`src/atom_params.svh`:
```
/*
 * Build constants for the Atom memory subsystem
 *   bus and address widths, store depth
 *   phi2 slot numbers for read, capture and write
 *   reset hold length after a ROM download
 */
`ifndef ATOM_PARAMS_SVH
`define ATOM_PARAMS_SVH

// Bus widths
`define ATOM_CPU_ADDR_BITS    18
`define ATOM_HOST_ADDR_BITS   25

// 4 KB block RAM, higher address bits alias
`define ATOM_STORE_ADDR_BITS  12
`define ATOM_STORE_LATENCY    2

// Slots counted from the phi2 rising edge
`define ATOM_SLOT_BITS        5
`define ATOM_SLOT_READ        16
`define ATOM_SLOT_CAPTURE     20
`define ATOM_SLOT_WRITE       31

// Core stays in reset this long after a download
`define ATOM_HOLD_CYCLES      64

`endif
```
`src/host_pkg.sv`:
```
/*
 * Host download types
 *   host address and file index of the download stream
 *   loader FSM states
 */
`include "atom_params.svh"

package host_pkg;

    typedef logic [`ATOM_HOST_ADDR_BITS-1:0] host_addr_t;

    // Bit 0 clear selects the ROM target
    typedef logic [7:0] file_index_t;

    typedef enum logic [1:0] {
        ld_idle,
        ld_loading,
        ld_holding
    } loader_state_e;

endpackage

```
`src/mem_pkg.sv`:
```
/*
 * Memory side types
 *   CPU address, data byte, store address, slot count
 *   origin of the request in flight
 */
`include "atom_params.svh"

package mem_pkg;

    // 6502 side address as seen on the external bus
    typedef logic [`ATOM_CPU_ADDR_BITS-1:0] cpu_addr_t;

    typedef logic [7:0] byte_t;

    // Address bits decoded by the block RAM store
    typedef logic [`ATOM_STORE_ADDR_BITS-1:0] store_addr_t;

    // Position inside one phi2 period
    typedef logic [`ATOM_SLOT_BITS-1:0] slot_t;

    // Who issued the last request to the store
    typedef enum logic [1:0] {
        req_none,
        req_cpu_read,
        req_cpu_write,
        req_host_write
    } req_src_e;

endpackage

```
`src/mem_req_if.sv`:
```
/*
 * Interfaces inside the memory subsystem
 *   mem_req_if   arbiter to store, request/ready
 *   dl_write_if  loader to arbiter, filtered host writes
 */


interface dl_write_if;

    // One-cycle write strobe, never stalled
    logic               valid;
    mem_pkg::cpu_addr_t addr;
    mem_pkg::byte_t     data;

    // Download in progress or hold span still running
    logic               busy;

    modport source (output valid, addr, data, busy);
    modport sink   (input valid, addr, data, busy);

endinterface

```
`src/download_loader.sv`:
```
/*
 * Host download loader
 *   keeps only ROM target writes (index bit 0 clear)
 *   idle / loading / holding FSM with the post-download reset hold
 */
`timescale 1ns/10ps
`include "atom_params.svh"

module download_loader (
    input  logic                  clk_sys,
    input  logic                  reset,
    input  logic                  ioctl_download,
    input  host_pkg::file_index_t ioctl_index,
    input  logic                  ioctl_wr,
    input  host_pkg::host_addr_t  ioctl_addr,
    input  mem_pkg::byte_t        ioctl_dout,
    dl_write_if.source            dl
);

    localparam int HOLD_BITS = $clog2(`ATOM_HOLD_CYCLES);
    // Loaded when the download end is seen, the zero count costs one more cycle
    localparam logic [HOLD_BITS-1:0] HOLD_LAST = HOLD_BITS'(`ATOM_HOLD_CYCLES - 2);

    host_pkg::loader_state_e state;
    logic [HOLD_BITS-1:0]    hold_cnt;
    logic                    rom_wr;

    assign rom_wr = ioctl_download & ioctl_wr & ~ioctl_index[0];

    //////////////////////////////
    // Download FSM
    //////////////////////////////

    always_ff @(posedge clk_sys) begin
        if (reset) begin
            state    <= host_pkg::ld_idle;
            hold_cnt <= '0;
        end else begin
            case (state)
                host_pkg::ld_idle: begin
                    if (ioctl_download) begin
                        state <= host_pkg::ld_loading;
                    end
                end
                host_pkg::ld_loading: begin
                    if (!ioctl_download) begin
                        state    <= host_pkg::ld_holding;
                        hold_cnt <= HOLD_LAST;
                    end
                end
                host_pkg::ld_holding: begin
                    // A new download restarts the whole sequence
                    if (ioctl_download) begin
                        state <= host_pkg::ld_loading;
                    end else if (hold_cnt == '0) begin
                        state <= host_pkg::ld_idle;
                    end else begin
                        hold_cnt <= hold_cnt - 1'b1;
                    end
                end
                default: begin
                    state <= host_pkg::ld_idle;
                end
            endcase
        end
    end

    assign dl.busy = (state != host_pkg::ld_idle);

    //////////////////////////////
    // Write strobe and payload
    //////////////////////////////

    always_ff @(posedge clk_sys) begin
        if (reset) begin
            dl.valid <= 1'b0;
        end else begin
            dl.valid <= rom_wr;
        end
    end

    // Host address is wider than the CPU bus, upper bits dropped
    always_ff @(posedge clk_sys) begin
        if (rom_wr) begin
            dl.addr <= ioctl_addr[`ATOM_CPU_ADDR_BITS-1:0];
            dl.data <= ioctl_dout;
        end
    end

endmodule

```
`src/flat_wrapper.sv`:
```
// flat-port wrapper written by rule: the top's interface ports become plain ports
module download_loader_flat 
  (clk_sys, reset, ioctl_download, ioctl_index, ioctl_wr, ioctl_addr, ioctl_dout, dl_valid, dl_addr, dl_data, dl_busy);
  dl_write_if dl_i ();
  input  logic clk_sys;
  input  logic reset;
  input  logic ioctl_download;
  input  host_pkg::file_index_t ioctl_index;
  input  logic ioctl_wr;
  input  host_pkg::host_addr_t ioctl_addr;
  input  mem_pkg::byte_t ioctl_dout;
  output wire logic [$bits(dl_i.valid)-1:0] dl_valid;
  output wire logic [$bits(dl_i.addr)-1:0] dl_addr;
  output wire logic [$bits(dl_i.data)-1:0] dl_data;
  output wire logic [$bits(dl_i.busy)-1:0] dl_busy;
  assign dl_valid = dl_i.valid;
  assign dl_addr = dl_i.addr;
  assign dl_data = dl_i.data;
  assign dl_busy = dl_i.busy;
  download_loader u_core (.clk_sys(clk_sys), .reset(reset), .ioctl_download(ioctl_download), .ioctl_index(ioctl_index), .ioctl_wr(ioctl_wr), .ioctl_addr(ioctl_addr), .ioctl_dout(ioctl_dout), .dl(dl_i));
endmodule
```
`config.mk`:
```
export PLATFORM = sky130hd
export DESIGN_NAME = download_loader_flat
export DESIGN_NICKNAME = d
export VERILOG_FILES = /design/src/host_pkg.sv /design/src/mem_pkg.sv /design/src/mem_req_if.sv /design/src/download_loader.sv /design/src/flat_wrapper.sv
export VERILOG_INCLUDE_DIRS = /design/src /design/src/src
export SDC_FILE = /design/constraint.sdc
export NUM_CORES = 1
export LEC_CHECK = 0
export BUFFER_PORTS_ARGS = -buffer_cell sky130_fd_sc_hd__clkbuf_2
export CAP_MARGIN = 0
export CORE_MARGIN = 3
export CORE_UTILIZATION = 45
export DETAILED_ROUTE_END_ITERATION = 7
export HOLD_SLACK_MARGIN = 0.02
export PLACE_DENSITY = 0.84
export SYNTH_ARGS = -nofsm -noshare
export SYNTH_HDL_FRONTEND = slang
export SYNTH_SLANG_ARGS = --single-unit
```
`constraint.sdc`:
```
create_clock -name clk_sys -period 3.4 [get_ports clk_sys]
set_input_delay 0.68 -clock clk_sys [delete_from_list [all_inputs] [get_ports clk_sys]]
set_output_delay 0.68 -clock clk_sys [all_outputs]
set_load 0.01 [all_outputs]
```
==> results.txt <==
Worst VDD drop: 283.0 µV
Hold WS: 525.9 ps
Diode insertion count for antenna repair: 0
Final hold viol count: 0
Fraction of layout instances using a drive strength above 1: 49.66%
Final Skew: 6.149 ps
Crit path buffers/inverters: 1
Cell at the slowest stage of the critical path: sky130_fd_sc_hd__dfxtp_1
Net Count, Synth: 126
Die width: 58.78 µm
Clock root buffer master: sky130_fd_sc_hd__clkbuf_4
Share of the synthesized area in the top cell type: 62.28%
DRT iter0 DRCs: 16
Post-synthesis instance total: 79
Post-route antenna net violation count: 0
Leading area contributor after synthesis: sky130_fd_sc_hd__edfxtp_1
Core area: 2567 µm²
Grt met1 use: 18.75%
Clk sink count: 35
Max-slew violation count: 0
Maximum fanout along the worst path: 7
Synthesized cell area: 1254 µm²
Count of warnings emitted by yosys: 0
Number of I/O port buffers: 58
Routed wire length: 2627 µm
Wire length of the first global-routing pass: 3912 µm
Placer congestion estimate: 0.8350
Synthesis-to-finish area growth: 30.64%
Category of the worst setup path launch point: register
Maximum number of pins on one net before global-route repair: 27
Vert. Die Dim: 58.78 µm
Final routed wire length divided by cell count: 15.01 µm
Number of buffers inserted to repair setup after CTS: 0
Clock buffers created by TritonCTS: 5
Area of the die: 3455 µm²
Clk slew on worst S/H paths: 100 ps
Type of the most critical hold path: input port to register
Main synth FF type: sky130_fd_sc_hd__edfxtp_1
Start-to-end type of the worst setup path: register to primary output
Drt via density: 5.017
Boundary pin count: 73
H-tree Lvls: 2
Fmax: 556.1 MHz
Mapped Avg Cell Area: 15.87 µm²
Cell type group with the largest total delay on the critical path: flip-flops
Detail Placement HPWL: 2032 µm
Resized cells post-CTS: 0
Initial antenna violation count: 0
List of cells traversed by the critical path: or2_2, clkbuf_2
Slew @ Worst Pin: 683.0 ps
Period minus WS final: 1798 ps
Setup-violating endpoint count in the final report: 0
Sort of element at the end of the critical path: primary output
CTS tree: done
Synthesized flop and latch total: 35
Number of max-cap violations: 0
Arrival time at the worst endpoint: 1120 ps
Initial Utilization: 48.83%
Status: completed
Fraction of synthesis flops using an asynchronous set or reset pin: 0%
Most congested layer reported by global routing: met2
Areal power density over the cells: 468.6 nW/µm²
Final period util: 52.89%
Tot GR Track Use: 15.58%
Number of global-route vias before repair: 836
GRT met2 Usage: 24.45%
Detailed Routing Iterations Pass 1: 4
Met3 global-route usage: 7.895%
Static Leakage: 0.0006995 µW
Unrepaired setup endpoints after global routing: no
CP Data Required Time: 2720 ps
Top area cells in the synthesized netlist: sky130_fd_sc_hd__edfxtp_1, sky130_fd_sc_hd__dfxtp_1, sky130_fd_sc_hd__ha_1
Number of design rule violations left after detail routing: 0
Vias after detailed routing: 878
Most used standard cell by instance count after synthesis: sky130_fd_sc_hd__edfxtp_1
Sequential fraction of the synthesis area: 76.65%
Number of buffers inserted for hold repair after clock tree synthesis: 0
Clock Latency Late Sink: 320 ps
Worst slew margin: 53.85%
# nets final: 191
Maximum single-stage delay on the critical path: 370 ps
Number of distinct library cell variants in the gate-level netlist after synthesis: 29
List of most frequent post-synthesis cells: sky130_fd_sc_hd__edfxtp_1, sky130_fd_sc_hd__dfxtp_1, sky130_fd_sc_hd__inv_1
Number of buffers on the longest clock path: 2
Rows: 18
Number of flops mapped to enable cells by yosys: 26
Setup_tns: 0 ps
Total gr overflow: 0
## per-stage QoR
stage | util (%) | std cells | total power, µW | setup slack (ps) | instance area [µm²]
floorplan | - | 79 | 532.1 | 1142 | 1254
global placement | 61.84 | 167 | 568.3 | 1435 | 1588
detailed placement | 61.84 | 167 | 573.2 | 1412 | 1588
CTS | 63.79 | 175 | 776.9 | 1583 | 1638
global route | 63.79 | 175 | 807.3 | 1531 | 1638
finish | 63.79 | 175 | 767.4 | 1602 | 1638
## registers in the layout (all words and copies together), names as in the netlist
name / flops
u_core.dl.data: 8
u_core.dl.addr: 18
u_core.state: 2
u_core.dl.valid: 1
u_core.hold_cnt: 6
## cell type report
type	instances	area, µm²
multi-input cells	37	269.0
inverters	6	22.52
flip-flops and latches	35	960.9
clock inverters	1	5.005
well taps	30	37.54
fillers	201	929.6
repair buffers	59	297.8
clock buffers	7	45.04
## where the power goes
group | leakage, µW | switching (µW) | internal (µW)
combinational | 0.000358 | 37.8 | 35.4
clock | 0.0000293 | 124 | 80.6
sequential | 0.000312 | 9.91 | 480
total | 0.000700 | 172 | 596
## path summary, 6_finish.rpt
path	from	cells past startpoint	endpoint	slack, ps
setup reg to reg	u_core.hold_cnt[0]$_SDFFE_PP0P_	5	u_core.hold_cnt[4]$_SDFFE_PP0P_	1660
setup / recovery	u_core.state[1]$_SDFFE_PP0P_	2	dl_busy	1600
hold / removal	ioctl_addr[5]	1	u_core.dl.addr[5]$_DFFE_PP_	530
hold reg to reg	u_core.state[1]$_SDFFE_PP0P_	1	u_core.state[0]$_SDFFE_PP0P_	560
## layout by cell type (no fill, tap or decap), drive strengths merged, types with 2 or more instances in the layout
cell,n
edfxtp,26
nor3,2
ha,2
or3b,3
a21oi,4
nor2,5
dfxtp,9
mux2,2
nor3b,2
clkbuf,65
inv,6
## layer usage
metal / share of wire [%] / wire, µm
met1: 40 / 1042
met2: 47 / 1224
met4: 0.65 / 17
met3: 13 / 342
met5: 0 / 0
## kinds of logic after synthesis
group	Yosys count	synth area share [%]
adder cells (fa/ha/maj)	2	1.996
AO/OA/AOI/OAI	14	7.986
multiplexers	2	1.796
AND/OR/NAND/NOR	19	9.482
buffers and inverters	7	2.095
flip-flops	35	76.65
Note: power is estimated with default switching activity, not from simulation.
