`src/atom_params.svh`:
```
/*
 * Build constants for the Atom memory subsystem
 *   bus and address widths, store depth
 *   phi2 slot numbers for read, capture and write
 *   reset hold length after a ROM download
 */
`ifndef ATOM_PARAMS_SVH
`define ATOM_PARAMS_SVH

// Bus widths
`define ATOM_CPU_ADDR_BITS    18
`define ATOM_HOST_ADDR_BITS   25

// 4 KB block RAM, higher address bits alias
`define ATOM_STORE_ADDR_BITS  12
`define ATOM_STORE_LATENCY    2

// Slots counted from the phi2 rising edge
`define ATOM_SLOT_BITS        5
`define ATOM_SLOT_READ        16
`define ATOM_SLOT_CAPTURE     20
`define ATOM_SLOT_WRITE       31

// Core stays in reset this long after a download
`define ATOM_HOLD_CYCLES      64

`endif
```
`src/mem_pkg.sv`:
```
/*
 * Memory side types
 *   CPU address, data byte, store address, slot count
 *   origin of the request in flight
 */
`include "atom_params.svh"

package mem_pkg;

    // 6502 side address as seen on the external bus
    typedef logic [`ATOM_CPU_ADDR_BITS-1:0] cpu_addr_t;

    typedef logic [7:0] byte_t;

    // Address bits decoded by the block RAM store
    typedef logic [`ATOM_STORE_ADDR_BITS-1:0] store_addr_t;

    // Position inside one phi2 period
    typedef logic [`ATOM_SLOT_BITS-1:0] slot_t;

    // Who issued the last request to the store
    typedef enum logic [1:0] {
        req_none,
        req_cpu_read,
        req_cpu_write,
        req_host_write
    } req_src_e;

endpackage

```
`src/mem_req_if.sv`:
```
/*
 * Interfaces inside the memory subsystem
 *   mem_req_if   arbiter to store, request/ready
 *   dl_write_if  loader to arbiter, filtered host writes
 */
`timescale 1ns/10ps

interface mem_req_if;

    mem_pkg::cpu_addr_t addr;
    mem_pkg::byte_t     wdata;
    logic               rd;
    logic               we;

    // Returned by the store, ready is a single pulse
    mem_pkg::byte_t     rdata;
    logic               ready;

    modport master (output addr, wdata, rd, we, input rdata, ready);
    modport slave  (input addr, wdata, rd, we, output rdata, ready);

endinterface

interface dl_write_if;

    // One-cycle write strobe, never stalled
    logic               valid;
    mem_pkg::cpu_addr_t addr;
    mem_pkg::byte_t     data;

    // Download in progress or hold span still running
    logic               busy;

    modport source (output valid, addr, data, busy);
    modport sink   (input valid, addr, data, busy);

endinterface

```
`src/cycle_arbiter.sv`:
```
/*
 * phi2 slot arbiter
 *   slot counter restarted on every phi2 rising edge
 *   CPU read at slot 16, capture at slot 20, CPU write at slot 31
 *   host writes passed straight through, core reset output
 */
`timescale 1ns/10ps
`include "atom_params.svh"

module cycle_arbiter (
    input  logic               clk_sys,
    input  logic               reset,
    input  logic               cpu_phi2,
    input  logic               cpu_we,
    input  mem_pkg::cpu_addr_t cpu_addr,
    input  mem_pkg::byte_t     cpu_din,
    output mem_pkg::byte_t     cpu_dout,
    output logic               core_reset,
    dl_write_if.sink           dl,
    mem_req_if.master          mem
);

    localparam mem_pkg::slot_t SLOT_READ    = mem_pkg::slot_t'(`ATOM_SLOT_READ);
    localparam mem_pkg::slot_t SLOT_CAPTURE = mem_pkg::slot_t'(`ATOM_SLOT_CAPTURE);
    localparam mem_pkg::slot_t SLOT_WRITE   = mem_pkg::slot_t'(`ATOM_SLOT_WRITE);

    logic               phi2_q;
    logic               phi2_rise;
    mem_pkg::slot_t     slot;
    mem_pkg::slot_t     slot_next;
    mem_pkg::req_src_e  req_src;
    mem_pkg::byte_t     rd_hold;
    logic               cpu_rd_go;
    logic               cpu_wr_go;

    //////////////////////////////
    // Slot counter
    //////////////////////////////

    assign phi2_rise = cpu_phi2 & ~phi2_q;
    assign slot_next = phi2_rise ? '0 : slot + 1'b1;

    always_ff @(posedge clk_sys) begin
        if (reset) begin
            phi2_q <= 1'b0;
            slot   <= '0;
        end else begin
            phi2_q <= cpu_phi2;
            slot   <= slot_next;
        end
    end

    // Decided one cycle early so the pulse lines up with the slot itself
    assign cpu_rd_go = (slot_next == SLOT_READ) & ~dl.busy & ~cpu_we;
    assign cpu_wr_go = (slot_next == SLOT_WRITE) & ~dl.busy & cpu_we;

    //////////////////////////////
    // Request issue
    //////////////////////////////

    always_ff @(posedge clk_sys) begin
        if (reset) begin
            mem.rd  <= 1'b0;
            mem.we  <= 1'b0;
            req_src <= mem_pkg::req_none;
        end else begin
            mem.rd <= 1'b0;
            mem.we <= 1'b0;
            // Host writes only come while busy, so no overlap with CPU slots
            if (dl.valid) begin
                mem.we  <= 1'b1;
                req_src <= mem_pkg::req_host_write;
            end else if (cpu_rd_go) begin
                mem.rd  <= 1'b1;
                req_src <= mem_pkg::req_cpu_read;
            end else if (cpu_wr_go) begin
                mem.we  <= 1'b1;
                req_src <= mem_pkg::req_cpu_write;
            end
        end
    end

    always_ff @(posedge clk_sys) begin
        if (dl.valid) begin
            mem.addr  <= dl.addr;
            mem.wdata <= dl.data;
        end else if (cpu_rd_go) begin
            mem.addr  <= cpu_addr;
        end else if (cpu_wr_go) begin
            mem.addr  <= cpu_addr;
            mem.wdata <= cpu_din;
        end
    end

    //////////////////////////////
    // Read return
    //////////////////////////////

    // Store answers at slot 18, held until the capture slot
    always_ff @(posedge clk_sys) begin
        if (mem.ready && req_src == mem_pkg::req_cpu_read) begin
            rd_hold <= mem.rdata;
        end
    end

    always_ff @(posedge clk_sys) begin
        if (reset) begin
            cpu_dout <= '0;
        end else if (slot == SLOT_CAPTURE) begin
            cpu_dout <= rd_hold;
        end
    end

    // Core held in reset through a download and its hold span
    always_ff @(posedge clk_sys) begin
        if (reset) begin
            core_reset <= 1'b1;
        end else begin
            core_reset <= dl.busy;
        end
    end

endmodule

```
`src/flat_wrapper.sv`:
```
// flat-port wrapper written by rule: the top's interface ports become plain ports
module cycle_arbiter_flat 
  (clk_sys, reset, cpu_phi2, cpu_we, cpu_addr, cpu_din, cpu_dout, core_reset, dl_valid, dl_addr, dl_data, dl_busy, mem_addr, mem_wdata, mem_rd, mem_we, mem_rdata, mem_ready);
  dl_write_if dl_i ();
  mem_req_if mem_i ();
  input  logic clk_sys;
  input  logic reset;
  input  logic cpu_phi2;
  input  logic cpu_we;
  input  mem_pkg::cpu_addr_t cpu_addr;
  input  mem_pkg::byte_t cpu_din;
  output mem_pkg::byte_t cpu_dout;
  output logic core_reset;
  input wire logic [$bits(dl_i.valid)-1:0] dl_valid;
  input wire logic [$bits(dl_i.addr)-1:0] dl_addr;
  input wire logic [$bits(dl_i.data)-1:0] dl_data;
  input wire logic [$bits(dl_i.busy)-1:0] dl_busy;
  output wire logic [$bits(mem_i.addr)-1:0] mem_addr;
  output wire logic [$bits(mem_i.wdata)-1:0] mem_wdata;
  output wire logic [$bits(mem_i.rd)-1:0] mem_rd;
  output wire logic [$bits(mem_i.we)-1:0] mem_we;
  input wire logic [$bits(mem_i.rdata)-1:0] mem_rdata;
  input wire logic [$bits(mem_i.ready)-1:0] mem_ready;
  assign dl_i.valid = dl_valid;
  assign dl_i.addr = dl_addr;
  assign dl_i.data = dl_data;
  assign dl_i.busy = dl_busy;
  assign mem_addr = mem_i.addr;
  assign mem_wdata = mem_i.wdata;
  assign mem_rd = mem_i.rd;
  assign mem_we = mem_i.we;
  assign mem_i.rdata = mem_rdata;
  assign mem_i.ready = mem_ready;
  cycle_arbiter u_core (.clk_sys(clk_sys), .reset(reset), .cpu_phi2(cpu_phi2), .cpu_we(cpu_we), .cpu_addr(cpu_addr), .cpu_din(cpu_din), .cpu_dout(cpu_dout), .core_reset(core_reset), .dl(dl_i), .mem(mem_i));
endmodule
```
`config.mk`:
```
export PLATFORM = sky130hd
export DESIGN_NAME = cycle_arbiter_flat
export DESIGN_NICKNAME = d
export VERILOG_FILES = /design/src/mem_pkg.sv /design/src/mem_req_if.sv /design/src/cycle_arbiter.sv /design/src/flat_wrapper.sv
export VERILOG_INCLUDE_DIRS = /design/src /design/src/src
export SDC_FILE = /design/constraint.sdc
export NUM_CORES = 1
export LEC_CHECK = 0
export ABC_AREA = 1
export BUFFER_PORTS_ARGS = -buffer_cell sky130_fd_sc_hd__buf_2
export CORE_MARGIN = 3
export CORE_UTILIZATION = 39
export CTS_CLUSTER_DIAMETER = 80
export DETAILED_ROUTE_END_ITERATION = 10
export PLACE_DENSITY = 0.69
export SLEW_MARGIN = 20
export SYNTH_ARGS = -nofsm -noshare
export SYNTH_HDL_FRONTEND = slang
export SYNTH_SLANG_ARGS = --single-unit
```
`constraint.sdc`:
```
create_clock -name clk_sys -period 2.2 [get_ports clk_sys]
set_input_delay 0.33 -clock clk_sys [delete_from_list [all_inputs] [get_ports clk_sys]]
set_output_delay 0.33 -clock clk_sys [all_outputs]
set_load 0.02 [all_outputs]
```
==> flow_metrics.tcl <==
set metrics [dict create \
    outcome "completed" \
    tightest_slew_ns 0.648 \
    cp.arrival_ns 1.85 \
    internal-power_mw 1.66 \
    wl_per_cell_um 12.1 \
    dpl-instance-area_um2 2740 \
    fp.dieH_um 80.2 \
    final_antenna_net_count 0 \
    ios 104 \
    worstPathRequired_ns 2.19 \
    clock_sink_count 53 \
    maxSlewViolCount 0 \
    start_kind "register" \
    totalWireLength_mm 4.93 \
    portBuffers 103 \
    critical_path_class "register to register" \
    start_util 0.413 \
    cts_tree "done" \
    use_met2 0.269 \
    synth-seq-cells 53 \
    stdcell_area_um2 2880 \
    path_clk_slew_ns 0.09 \
    synth.distinct_cells 18 \
    cellPowerDensity_nw_per_um2 742 \
    fin_skew_ns 0.00396 \
    yosysSeqAreaShare 0.652 \
    min_period_ns 1.86 \
    area_growth_pct 34.0 \
    die_x_um 80.2 \
    p_comb_frac 0.119 \
    synthMuxAreaShare 0 \
    ys_warn_count 0 \
    cts_setup_buffers 0 \
    synth-simple-area-share 0.267 \
    p_clk_frac 0.351 \
    antenna_found_initial 0 \
    clk_path_buf_depth 2 \
    setup_viol_count_final 0 \
    cts_buffers 5 \
    grt.met3_usage 0.0370 \
    rows 26 \
    hold_path_class "input pin to register" \
    hpwl_mm 3.83 \
    syn_inst 229 \
    syn_nets 298 \
    vias_per_cell 4.44 \
    h-tree-depth 2 \
    route.detailed.drc 0 \
    p_sw_mw 0.471 \
    final.setup.tns_ns 0 \
    vdd_drop_max_v 0.000383 \
    gp_congestion 0.862 \
    grt_overflow 0 \
    end_kind "register" \
    hold_viol 0 \
    first_pass_iters 4 \
    grt_start_max_net_pins 27 \
    diodes 0 \
    leakagePower_nw 1.44 \
    vias 1802 \
    die_area_um2 6440 \
    synth_compound_area_frac 0.0256 \
    ctsResizeCount 0 \
    root_buffer "clkbuf_8" \
    synthXorXnorAreaFrac 0 \
    period_share 0.846 \
    whs_path_depth 1 \
    grt_use_total 0.149 \
    grt_pass1_vias 1643 \
    cap_violations 0 \
    nets 404 \
    synth_fa_ha_area_frac 0.0116 \
    grt_busiest_layer "met2" \
    grt_pass1_wl_mm 7.36 \
    clk_latency_ns 0.30 \
    reg2reg_depth 7 \
    max_freq_mhz 537 \
    grt_util_met1 0.167 \
    drt_iter0_drc 62 \
    slew_headroom 0.566 \
    syn_area_per_cell_um2 9.38 \
    critPathMaxFanout 18 \
    cts_hold_buf 0 \
    swShare 0.220 \
    synth_top_family_by_area "simple AND/OR/NAND/NOR gates" \
    drive_above_1_share 0.357 \
    coreArea_um2 5200 \
    synth_area_um2 2150 \
    p_seq_frac 0.529 \
    grt_setup_unrepaired "false" \
]
## cell families after synthesis
logic type / Yosys count
compound gates: 11
buf+inv: 24
fa+ha+maj: 2
simple gates: 139
flops: 53
## worst max-delay path: stages (launching register included)
cell	delay, ns
dfxtp_1	0.39
inv_1	0.09
ha_1	0.30
nand3_1	0.12
nor3_4	0.21
nand3_2	0.11
nand2_1	0.08
buf_4	0.25
## area by class of cell
type,instances,area [um^2]
Clock inverter,3,65.1
Clock buffer,5,68.8
Sequential cell,53,1400
Fill cell,477,2330
Multi-Input combinational cell,152,653
Inverter,17,63.8
Tap cell,70,87.6
Timing Repair Buffer,106,538
## flip-flops by register name, indices dropped and copies added, names as in the netlist
signal,count
u_core.mem.addr,18
u_core.cpu_dout,8
u_core.mem.wdata,8
u_core.rd_hold,8
u_core.slot,5
u_core.req_src,2
u_core.core_reset,1
u_core.mem.rd,1
u_core.mem.we,1
u_core.phi2_q,1
## synthesized netlist by cell type
cell type | count | area share
clkbuf_1 | 4 | 0.0070
nor2_2 | 1 | 0.0029
dfxtp_1 | 19 | 0.18
nor2_1 | 25 | 0.044
nand2_1 | 96 | 0.17
nand4_1 | 3 | 0.0087
nor3_1 | 2 | 0.0047
nand3_2 | 2 | 0.0093
buf_2 | 3 | 0.0070
edfxtp_1 | 34 | 0.48
inv_1 | 16 | 0.028
nand3_1 | 7 | 0.016
nand2_2 | 2 | 0.0058
ha_1 | 2 | 0.012
clkinv_1 | 1 | 0.0017
nor3_4 | 1 | 0.0076
a21oi_1 | 3 | 0.0070
o21ai_0 | 8 | 0.019
## final timing paths
kind / slack [ns] / endpoint / from
hold / removal: 0.20 / u_core.rd_hold[6]$_DFFE_PP_ / mem_rdata[6]
setup reg to reg: 0.34 / u_core.mem.addr[5]$_DFFE_PP_ / u_core.slot[0]$_SDFF_PP0_
hold reg to reg: 0.47 / u_core.req_src[1]$_SDFFE_PP0P_ / u_core.req_src[1]$_SDFFE_PP0P_
setup / recovery: 0.34 / u_core.mem.addr[5]$_DFFE_PP_ / u_core.slot[0]$_SDFF_PP0_
## placed cells by master, fill, tap and decap left out, drive strengths merged
cell,instances
dfxtp,19
a21oi,3
buf,106
nand4,3
inv,16
bufinv,2
edfxtp,34
nand3,9
ha,2
nor2,26
nor3,3
clkbuf,5
clkinv,2
nand2,98
o21ai,8
## power by group through the flow
stage          clock, mW  sequential, mW  combinational (mW)
3_3_place_gp           0            1.15               0.255
3_5_place_dp           0            1.15               0.257
2_1_floorplan          0            1.20              0.0856
6_report           0.750            1.13               0.255
5_1_grt            0.810            1.14               0.282
4_1_cts            0.772            1.13               0.258
## stage by stage
stage / setup WS (ns) / instances / util / power, mW / hold WS [ns]
final: 0.339 / 406 / 0.553 / 2.14 / 0.204
after global routing: 0.203 / 406 / 0.553 / 2.23 / 0.185
after CTS: 0.338 / 406 / 0.553 / 2.16 / 0.194
after detailed placement: 0.347 / 398 / 0.527 / 1.41 / 0.456
after global placement: 0.425 / 398 / 0.527 / 1.41 / 0.454
after floorplan: 0.303 / 229 / - / 1.29 / 0.429
## metal layers
layer  vias up  wire (um)
met5         -          0
met4         0         92
met3         7        301
met2        54       2480
met1       798       2050
li1        943          -
Power figures use the tool's default switching activity.
